<file path="src/hw/tl_cfg.svh">
`ifndef TL_CFG_SVH
`define TL_CFG_SVH

// Link widths
`define TL_ADDR_W     16
`define TL_DATA_W     64
`define TL_SIZE_W     3
`define TL_SOURCE_W   2

// Largest message is 32 bytes, four beats of 8 bytes
`define TL_MAX_SIZE   5

// Device links and address routing table
`define TL_NUM_LINKS  2
`define TL_NUM_RANGES 1
`define TL_RANGE_BASE 16'h1000
`define TL_RANGE_MASK 16'h0FFF
`define TL_RANGE_LINK 1

`define TL_RAM_WORDS  64

`endif

</file>
<file path="src/hw/tl_pkg.sv">
`include "tl_cfg.svh"

package tl_pkg;

  // Sizes up to this one fit in a single beat
  localparam int unsigned tl_non_burst_size = 3;

  // Width of a beat count, beats minus one
  localparam int unsigned tl_burst_w = `TL_MAX_SIZE - tl_non_burst_size;

  typedef enum logic [2:0] {
    tl_put_full_data = 3'h0,
    tl_get           = 3'h4
  } tl_a_op_e;

  // Bit 0 set means the response carries data
  typedef enum logic [2:0] {
    tl_access_ack      = 3'h0,
    tl_access_ack_data = 3'h1
  } tl_d_op_e;

  // Number of beats minus one for a message of the given size
  function automatic logic [tl_burst_w-1:0] tl_burst_len(
    input logic [`TL_SIZE_W-1:0] size
  );
    if (size <= tl_non_burst_size) begin
      return '0;
    end else begin
      return tl_burst_w'((1 << (size - tl_non_burst_size)) - 1);
    end
  endfunction

endpackage

</file>
<file path="src/hw/tl_resp_mux.sv">
`timescale 1ns/1ps

module tl_resp_mux import tl_pkg::*; (
  input  logic                                         clk_i,
  input  logic                                         rst_ni,

  input  logic     [`TL_NUM_LINKS-1:0]                 dev_d_valid,
  output logic     [`TL_NUM_LINKS-1:0]                 dev_d_ready,
  input  tl_d_op_e [`TL_NUM_LINKS-1:0]                 dev_d_opcode,
  input  logic     [`TL_NUM_LINKS-1:0][`TL_SIZE_W-1:0]   dev_d_size,
  input  logic     [`TL_NUM_LINKS-1:0][`TL_SOURCE_W-1:0] dev_d_source,
  input  logic     [`TL_NUM_LINKS-1:0]                 dev_d_denied,
  input  logic     [`TL_NUM_LINKS-1:0][`TL_DATA_W-1:0]   dev_d_data,

  output logic                                         d_valid,
  input  logic                                         d_ready,
  output tl_d_op_e                                     d_opcode,
  output logic     [`TL_SIZE_W-1:0]                    d_size,
  output logic     [`TL_SOURCE_W-1:0]                  d_source,
  output logic                                         d_denied,
  output logic     [`TL_DATA_W-1:0]                    d_data
);

  logic                     locked_q;
  logic [`TL_NUM_LINKS-1:0] sel_q;
  logic [`TL_NUM_LINKS-1:0] arb_grant;
  logic [tl_burst_w-1:0]    len_q;
  logic                     beat_last;
  logic                     beat_xfer;

  ////////////////////////////////////////////////////////////
  // Arbitration and lock
  ////////////////////////////////////////////////////////////

  tl_rr_arbiter #(
    .Width (`TL_NUM_LINKS)
  ) u_arb (
    .clk_i   (clk_i),
    .rst_ni  (rst_ni),
    .enable  (!locked_q),
    .request (dev_d_valid),
    .grant   (arb_grant)
  );

  assign beat_xfer = d_valid && d_ready;

  // Single-beat messages end while the counter is still zero
  assign beat_last = (len_q == '0) ? (d_size <= tl_non_burst_size || !d_opcode[0])
                                   : (len_q == tl_burst_w'(1));

  always_ff @(posedge clk_i or negedge rst_ni) begin
    if (!rst_ni) begin
      locked_q <= 1'b0;
      sel_q    <= '0;
      len_q    <= '0;
    end else begin
      if (locked_q) begin
        if (beat_xfer && beat_last) begin
          locked_q <= 1'b0;
        end
      end else if (|arb_grant) begin
        locked_q <= 1'b1;
        sel_q    <= arb_grant;
      end
      // Count down the rest of a data burst
      if (beat_xfer) begin
        if (len_q == '0) begin
          if (d_opcode[0]) begin
            len_q <= tl_burst_len(d_size);
          end
        end else begin
          len_q <= len_q - 1'b1;
        end
      end
    end
  end

  ////////////////////////////////////////////////////////////
  // Response multiplexer
  ////////////////////////////////////////////////////////////

  assign dev_d_ready = (locked_q && d_ready) ? sel_q : '0;

  always_comb begin
    d_valid  = 1'b0;
    d_opcode = tl_access_ack;
    d_size   = '0;
    d_source = '0;
    d_denied = 1'b0;
    d_data   = '0;
    for (int i = 0; i < `TL_NUM_LINKS; i++) begin
      if (locked_q && sel_q[i]) begin
        d_valid  = dev_d_valid[i];
        d_opcode = dev_d_opcode[i];
        d_size   = dev_d_size[i];
        d_source = dev_d_source[i];
        d_denied = dev_d_denied[i];
        d_data   = dev_d_data[i];
      end
    end
  end

  a_sel_onehot: assert property (@(posedge clk_i) disable iff (!rst_ni)
    locked_q |-> $onehot(sel_q));

  // A stalled beat must come back unchanged from the device
  a_d_hold: assert property (@(posedge clk_i) disable iff (!rst_ni)
    d_valid && !d_ready |=> d_valid && $stable({d_opcode, d_size, d_source, d_denied, d_data}));

endmodule

</file>
<file path="src/hw/tl_rr_arbiter.sv">
`timescale 1ns/1ps

module tl_rr_arbiter #(
  parameter int unsigned Width = 2
) (
  input  logic             clk_i,
  input  logic             rst_ni,
  input  logic             enable,
  input  logic [Width-1:0] request,
  output logic [Width-1:0] grant
);

  localparam int unsigned idx_w = (Width > 1) ? $clog2(Width) : 1;

  logic [idx_w-1:0] last_q;
  logic [idx_w-1:0] grant_idx;

  // Search starts one past the last winner
  always_comb begin
    int unsigned idx;
    logic        found;
    grant     = '0;
    grant_idx = last_q;
    found     = 1'b0;
    for (int unsigned k = 1; k <= Width; k++) begin
      idx = (32'(last_q) + k) % Width;
      if (!found && request[idx]) begin
        found      = 1'b1;
        grant[idx] = 1'b1;
        grant_idx  = idx_w'(idx);
      end
    end
  end

  // Priority only moves on a grant that is taken
  always_ff @(posedge clk_i or negedge rst_ni) begin
    if (!rst_ni) begin
      last_q <= idx_w'(Width - 1);
    end else if (enable && |grant) begin
      last_q <= grant_idx;
    end
  end

  a_grant_onehot: assert property (@(posedge clk_i) disable iff (!rst_ni) $onehot0(grant));

endmodule

</file>
<file path="src/hw/tl_socket_1n.sv">
`timescale 1ns/1ps

module tl_socket_1n import tl_pkg::*; (
  input  logic                                         clk_i,
  input  logic                                         rst_ni,

  // Host side
  input  logic                                         a_valid,
  output logic                                         a_ready,
  input  tl_a_op_e                                     a_opcode,
  input  logic     [`TL_SIZE_W-1:0]                    a_size,
  input  logic     [`TL_SOURCE_W-1:0]                  a_source,
  input  logic     [`TL_ADDR_W-1:0]                    a_address,
  input  logic     [`TL_DATA_W/8-1:0]                  a_mask,
  input  logic     [`TL_DATA_W-1:0]                    a_data,
  output logic                                         d_valid,
  input  logic                                         d_ready,
  output tl_d_op_e                                     d_opcode,
  output logic     [`TL_SIZE_W-1:0]                    d_size,
  output logic     [`TL_SOURCE_W-1:0]                  d_source,
  output logic                                         d_denied,
  output logic     [`TL_DATA_W-1:0]                    d_data,

  // Device side
  output logic     [`TL_NUM_LINKS-1:0]                 dev_a_valid,
  input  logic     [`TL_NUM_LINKS-1:0]                 dev_a_ready,
  output tl_a_op_e                                     dev_a_opcode,
  output logic     [`TL_SIZE_W-1:0]                    dev_a_size,
  output logic     [`TL_SOURCE_W-1:0]                  dev_a_source,
  output logic     [`TL_ADDR_W-1:0]                    dev_a_address,
  output logic     [`TL_DATA_W/8-1:0]                  dev_a_mask,
  output logic     [`TL_DATA_W-1:0]                    dev_a_data,
  input  logic     [`TL_NUM_LINKS-1:0]                 dev_d_valid,
  output logic     [`TL_NUM_LINKS-1:0]                 dev_d_ready,
  input  tl_d_op_e [`TL_NUM_LINKS-1:0]                 dev_d_opcode,
  input  logic     [`TL_NUM_LINKS-1:0][`TL_SIZE_W-1:0]   dev_d_size,
  input  logic     [`TL_NUM_LINKS-1:0][`TL_SOURCE_W-1:0] dev_d_source,
  input  logic     [`TL_NUM_LINKS-1:0]                 dev_d_denied,
  input  logic     [`TL_NUM_LINKS-1:0][`TL_DATA_W-1:0]   dev_d_data
);

  localparam int unsigned link_w = (`TL_NUM_LINKS > 1) ? $clog2(`TL_NUM_LINKS) : 1;

  localparam logic [`TL_NUM_RANGES-1:0][`TL_ADDR_W-1:0] range_base = `TL_RANGE_BASE;
  localparam logic [`TL_NUM_RANGES-1:0][`TL_ADDR_W-1:0] range_mask = `TL_RANGE_MASK;
  localparam logic [`TL_NUM_RANGES-1:0][link_w-1:0]     range_link = `TL_RANGE_LINK;

  logic [link_w-1:0]        route_link;
  logic [`TL_NUM_LINKS-1:0] route_sel;

  ////////////////////////////////////////////////////////////
  // Request routing
  ////////////////////////////////////////////////////////////

  // Later ranges win on overlap, misses fall back to link 0
  always_comb begin
    route_link = '0;
    for (int r = 0; r < `TL_NUM_RANGES; r++) begin
      if ((a_address & ~range_mask[r]) == range_base[r]) begin
        route_link = range_link[r];
      end
    end
  end

  always_comb begin
    route_sel = '0;
    route_sel[route_link] = 1'b1;
  end

  assign dev_a_valid   = a_valid ? route_sel : '0;
  assign a_ready       = |(route_sel & dev_a_ready);

  assign dev_a_opcode  = a_opcode;
  assign dev_a_size    = a_size;
  assign dev_a_source  = a_source;
  assign dev_a_address = a_address;
  assign dev_a_mask    = a_mask;
  assign dev_a_data    = a_data;

  ////////////////////////////////////////////////////////////
  // Response merge
  ////////////////////////////////////////////////////////////

  tl_resp_mux u_resp_mux (
    .clk_i        (clk_i),
    .rst_ni       (rst_ni),
    .dev_d_valid  (dev_d_valid),
    .dev_d_ready  (dev_d_ready),
    .dev_d_opcode (dev_d_opcode),
    .dev_d_size   (dev_d_size),
    .dev_d_source (dev_d_source),
    .dev_d_denied (dev_d_denied),
    .dev_d_data   (dev_d_data),
    .d_valid      (d_valid),
    .d_ready      (d_ready),
    .d_opcode     (d_opcode),
    .d_size       (d_size),
    .d_source     (d_source),
    .d_denied     (d_denied),
    .d_data       (d_data)
  );

  a_one_link: assert property (@(posedge clk_i) disable iff (!rst_ni) $onehot0(dev_a_valid));

endmodule

</file>
<file path="config.mk">
export PLATFORM = sky130hd
export DESIGN_NAME = tl_socket_1n
export DESIGN_NICKNAME = d
export VERILOG_FILES = /design/src/hw/tl_pkg.sv /design/src/hw/tl_resp_mux.sv /design/src/hw/tl_rr_arbiter.sv /design/src/hw/tl_socket_1n.sv
export VERILOG_INCLUDE_DIRS = /design/src /design/src/hw
export SDC_FILE = /design/constraint.sdc
export NUM_CORES = 1
export LEC_CHECK = 0
export BUFFER_PORTS_ARGS = -buffer_cell sky130_fd_sc_hd__buf_4
export CAP_MARGIN = 25
export CORE_AREA = 3 3 163 165
export CTS_CLUSTER_SIZE = 10
export DETAILED_ROUTE_END_ITERATION = 16
export DIE_AREA = 0 0 166 168
export HOLD_SLACK_MARGIN = 0.15
export PLACE_DENSITY = 0.35
export RECOVER_POWER = 100
export SLEW_MARGIN = 15
export SYNTH_ARGS = -nofsm -noshare
export SYNTH_HDL_FRONTEND = slang
export SYNTH_SLANG_ARGS = --single-unit
</file>
<file path="constraint.sdc">
create_clock -name clk_i -period 2.7 [get_ports clk_i]
set_input_delay 0.135 -clock clk_i [delete_from_list [all_inputs] [get_ports clk_i]]
set_output_delay 0.135 -clock clk_i [all_outputs]
set_load 0.03 [all_outputs]
</file>
# After elaboration in Yosys (flattened, before gate mapping)
# Index checks and enable logic that the tools add are counted.
# Widths: inputs -> output; s select.
[op_classes] mux=37 order_cmp=7 n_reduce_logical=21 n_bitwise=3 shifts=1 n_eq_ne=3 addsub=5
[ops] operator="$mux 64" count=2
[ops] operator="$shl 1x32->2 const A" count=1
[ops] operator="$mux 1" count=19
[ops] operator="$mux 2" count=9
[ops] operator="$mux 3" count=4
[ops] operator="$logic_and 1x1->1" count=10
[ops] operator="$lt 1x2->1 const B" count=3
[ops] operator="$reduce_and 2->1" count=3
[ops] operator="$eq 4x1->1 const B" count=1
[ops] operator="$reduce_or 2->1" count=2
[ops] operator="$sub 3x2->4 const B" count=1
[ops] operator="$demux 1 s1" count=3
[ops] operator="$ge 1x1->1 const B" count=3
[ops] operator="$le 3x2->1 const B" count=1
[ops] operator="$logic_not 1->1" count=3
[ops] operator="$add 1x1->1 const B" count=2
[ops] operator="$and 2x2->2" count=1
[ops] operator="$eq 2x1->1 const B" count=1
[ops] operator="$logic_not 2->1" count=1
[ops] operator="$ne 2x1->1 const B" count=1
[ops] operator="$or 2x2->2" count=1
[ops] operator="$reduce_bool 2->1" count=1
[ops] operator="$sub 2x1->2 const B" count=1
[ops] operator="$sub 2x2->2 const B" count=1
[ops] operator="other kinds (2)" count=2
[word_totals] regBits=6 wordCells=81 out_inout_bits=175 input_bits=250

# Longest topological paths before layout
[depth] ltp_word=11 ltp_mapped=4

# Hierarchy
# A second synthesis with hierarchy kept.
[hier_totals] cells_unflattened=230 area_unflattened_um2=1874.3
[modules_own_cells] mod="tl_resp_mux" cells_each=124 area_per_inst_um2=1048.5 instances=1 seq_area_each_um2=125.1
[modules_own_cells] mod="tl_socket_1n" cells_each=100 area_per_inst_um2=769.5 instances=1 seq_area_each_um2=0.0
[modules_own_cells] mod="tl_rr_arbiter" cells_each=6 area_per_inst_um2=56.3 instances=1 seq_area_each_um2=26.3

# Worst setup path after synthesis
# No wires, ideal clock.
[synth_timing] path_type="register to output" start="reg u_resp_mux.sel_q[1]" end="out d_data[0]" path_buffers=2 path_stages_with_launch=5 t_arrival_ps=1298 setup_slack_ps=1267 required_time_ps=2565 path_cell_list="dfrtp_1 > and3b_1 > buf_2 > buf_2 > a22o_1"
[synth_via] elab_chain_cells=2
[synth_lines] element="start, declared" line="tl_resp_mux.sv:25" source="logic [`TL_NUM_LINKS-1:0] sel_q;"
[synth_lines] element="start signal, assigned" line="tl_resp_mux.sv:63" source="sel_q <= arb_grant;"
[synth_lines] element="$logic_and 1x1->1" line="tl_resp_mux.sv:92" source="if (locked_q && sel_q[i]) begin"
[synth_lines] element="$mux 64" line="tl_resp_mux.sv:92"
[synth_lines] element="end, declared" line="tl_socket_1n.sv:22" source="output logic [`TL_DATA_W-1:0] d_data,"
# No other way between the ends.

# Worst setup path in the final report
[layout_timing] start="reg u_resp_mux.locked_q" end="out d_data[50]"
[layout_via] elab_chain_cells=3
[layout_lines] element="start, declared" line="tl_resp_mux.sv:24" source="logic locked_q;"
[layout_lines] element="start signal, assigned" line="tl_resp_mux.sv:53" source="locked_q <= 1'b0;"
[layout_lines] element="start signal, assigned" line="tl_resp_mux.sv:59" source="locked_q <= 1'b0;"
[layout_lines] element="start signal, assigned" line="tl_resp_mux.sv:62" source="locked_q <= 1'b1;"
[layout_lines] element="$logic_and 1x1->1" line="tl_resp_mux.sv:92"
[layout_lines] element="$mux 64" line="tl_resp_mux.sv:92"
[layout_lines] element="$mux 64 (*)" line="tl_resp_mux.sv:92"
# Every way passes the cells marked *; elsewhere a longest branch is shown, timed or not.

==> flow_metrics.py <==
metrics = {
    "worst_setup_path": {
        "worstPathArrival_ns": 2.14,
        "crit_fanout": 42,
        "worst-setup-path-type": "flop to output pin",
        "cp.required_ns": 2.57,
        "endpoint_kind": "output pin",
        "worst_setup_path_start_kind": "flop",
        "r2r_slack_ns": 0.65,
    },
    "die": {
        "die_area_um2": 27890,
        "die_w_um": 166,
        "fp.coreArea_um2": 25180,
        "dieHeight_um": 168,
        "initial_core_util": 0.07170,
        "row_count": 58,
        "ios": 425,
    },
    "sta": {
        "finalHoldViolations": 0,
        "setup_violations": 0,
        "grt_setup_unrepaired": "no",
        "final_max_slew_viol_count": 0,
        "period_share": 0.8435,
        "max_freq_mhz": 439.1,
        "finalClockSkew_ns": 0.001163,
        "worstMarginPinSlew_ns": 0.6947,
        "tns_ns": 0,
        "finalCriticalPeriod_ns": 2.277,
        "slew_headroom": 0.5369,
    },
    "global_route": {
        "grt_pass1_vias": 2389,
        "globalRouteTotalUtil": 0.07954,
        "gr-total-overflow": 0,
        "antenna_found_initial": 2,
        "grt_pass1_wl_um": 16850,
        "grt_max_degree": 44,
    },
    "final_layout": {
        "drive_above_1_share": 0.4875,
        "antenna_cells": 0,
        "syn_to_final_growth_pct": 69.44,
        "final_cell_area_um2": 3059,
        "final_nets": 612,
        "final_common_cell": "buf_4",
        "fillCellCount": 2985,
        "final_cell_mix": "169 x buf_4, 75 x clkbuf_1, 73 x a22o_1, 5 x dfrtp_1",
    },
    "synthesis": {
        "ys_seq_area_frac": 0.08385,
        "synth-seq-cells": 6,
        "synth.net_count": 474,
        "syn-instance-count": 224,
        "postSynthAreaPerCell_um2": 8.060,
        "ys_warn_count": 0,
        "synth_cell_types": 28,
        "netlist_area_um2": 1805,
    },
    "power": {
        "power_frac_clock": 0.070,
        "p_comb_frac": 0.878,
        "switching_share": 0.6463,
        "p_per_area_nw_per_um2": 1192,
        "ir_drop_mv": 0.4461,
        "leakage_uw": 0.001386,
        "p_switching_uw": 2357,
        "seq_power_share": 0.052,
        "p_int_uw": 1290,
    },
    "routing": {
        "ant_nets": 0,
        "vias_per_cell": 3.258,
        "wirelength_um": 12120,
        "dr.pass1.iters": 4,
        "vias": 2251,
        "drc": 0,
        "wl_per_cell_um": 17.54,
        "drt_iter0_drc": 68,
    },
    "clocking": {
        "insertion_delay_ns": 0.23,
        "cts_tree": "yes",
        "h-tree-depth": 1,
        "clk_pin_slew_ns": 0.04,
        "numCtsBuffers": 3,
        "ctsRootBufferMaster": "clkbuf_16",
        "cts_num_sinks": 6,
        "cts_buffer_depth": 2,
    },
    "min_path": {
        "worstHoldPathType": "primary input to flop",
    },
    "placed_design": {
        "hpwlAfterDp_um": 10560,
        "postPlaceCellArea_um2": 3252,
        "port_buffers": 240,
        "place_congestion": 0.8579,
    },
    "flow_run": {
        "maxCapViolations": 0,
    },
    "run_status": {
        "outcome": "finished, final reports clean",
    },
}
==> cell type report <==
| cell class | instances | area [um2] | area share |
|---|---|---|---|
| Tap cell | 330 | 412.9 | 0.1350 |
| Inverter | 2 | 7.507 | 0.002454 |
| Clock buffer | 4 | 78.83 | 0.02577 |
| Timing Repair Buffer | 245 | 1562 | 0.5104 |
| Multi-Input combinational cell | 104 | 847.1 | 0.2769 |
| Sequential cell | 6 | 151.4 | 0.04949 |
==> cell usage after synthesis (all sizes together) <==
cell type,instances,area [um2]
a211o,1,8.760
a211oi,1,7.510
a21o,2,15.01
a21oi,2,10.01
a22o,73,639.4
a31oi,1,6.260
and2,2,12.51
and3,3,18.77
and3b,1,8.760
and4,1,8.760
and4b,1,10.01
buf,112,800.8
dfrtp,5,125.1
dfstp,1,26.28
inv,2,7.510
mux2,1,11.26
nand2,1,3.750
nand2b,2,12.51
nor2,1,3.750
nor2b,1,6.260
nor4b,1,8.760
o21ai,5,25.02
o31a,1,8.760
o31ai,1,7.510
or2,1,6.260
or3,1,6.260
==> stage by stage <==
step / instances / util / hold slack [ns] / power [uW] / setup slack, ns
2_1_floorplan: 224 / - / -0.1606 / 2734 / 1.267
3_3_place_gp: 686 / 0.1291 / -0.05105 / 3903 / 0.9205
3_5_place_dp: 686 / 0.1291 / -0.04890 / 3910 / 0.8854
4_1_cts: 691 / 0.1327 / 0.1933 / 4175 / 0.6336
5_1_grt: 691 / 0.1215 / 0.2254 / 3875 / 0.2818
6_report: 691 / 0.1215 / 0.1958 / 3647 / 0.4226
==> path summary, 6_finish.rpt <==
kind / startpoint / to / depth (start not counted)
max: u_resp_mux.locked_q / d_data[50] / 4
min: dev_d_valid[1] / u_resp_mux.u_arb.last_q / 3
max reg2reg: u_resp_mux.locked_q / u_resp_mux.len_q[1] / 5
min reg2reg: u_resp_mux.u_arb.last_q / u_resp_mux.u_arb.last_q / 2
max in group asynchronous: rst_ni / u_resp_mux.u_arb.last_q / 2
min in group asynchronous: rst_ni / u_resp_mux.locked_q / 2
==> what timing repair did <==
| action | 4_1_cts | 5_1_grt |
|---|---|---|
| setup buffers | 0 | 0 |
| hold buffers | 1 | 0 |
| resized for setup | 0 | 0 |
| hold endpoints to repair | 6 | 0 |
==> sequential cells by signal, summed over array words and instances (netlist names) <==
signal	cells
u_resp_mux.len_q	2
u_resp_mux.locked_q	1
u_resp_mux.sel_q	2
u_resp_mux.u_arb.last_q	1
==> cell families (layout without fill, tap and decap cells) <==
family                 Yosys count  count (layout)  synth area share
muxes                            1               1          0.006237
AOI/OAI and AO/OA               87              87            0.4033
buffers and inverters          114             251            0.4477
and+or+nand+nor                 16              16           0.05891
DFF                              6               6           0.08386
==> metal layers <==
metal | global-route usage | part of all wire | vias up
met3 | 0.04320 | 0.13 | 47
met4 | 0.02387 | 0.023 | 4
met5 | 0 | 0.0019 | -
met1 | 0.09039 | 0.39 | 1010
li1 | - | - | 1010
met2 | 0.1291 | 0.46 | 180
==> worst max-delay path, cell delays in order (launching register included) <==
cell and delay (ns):
dfrtp_1 0.45, and2_0 0.32, buf_4 0.50, a22o_1 0.27
clkbuf_1 0.33
==> power by group through the flow <==
stage          registers, uW  logic (uW)  clock network [uW]
2_1_floorplan            174        2560                   0
3_3_place_gp             186        3720                   0
3_5_place_dp             190        3720                   0
4_1_cts                  188        3730                 259
5_1_grt                  198        3410                 265
6_report                 188        3200                 255
No activity file was read; power rests on OpenSTA's default activity.
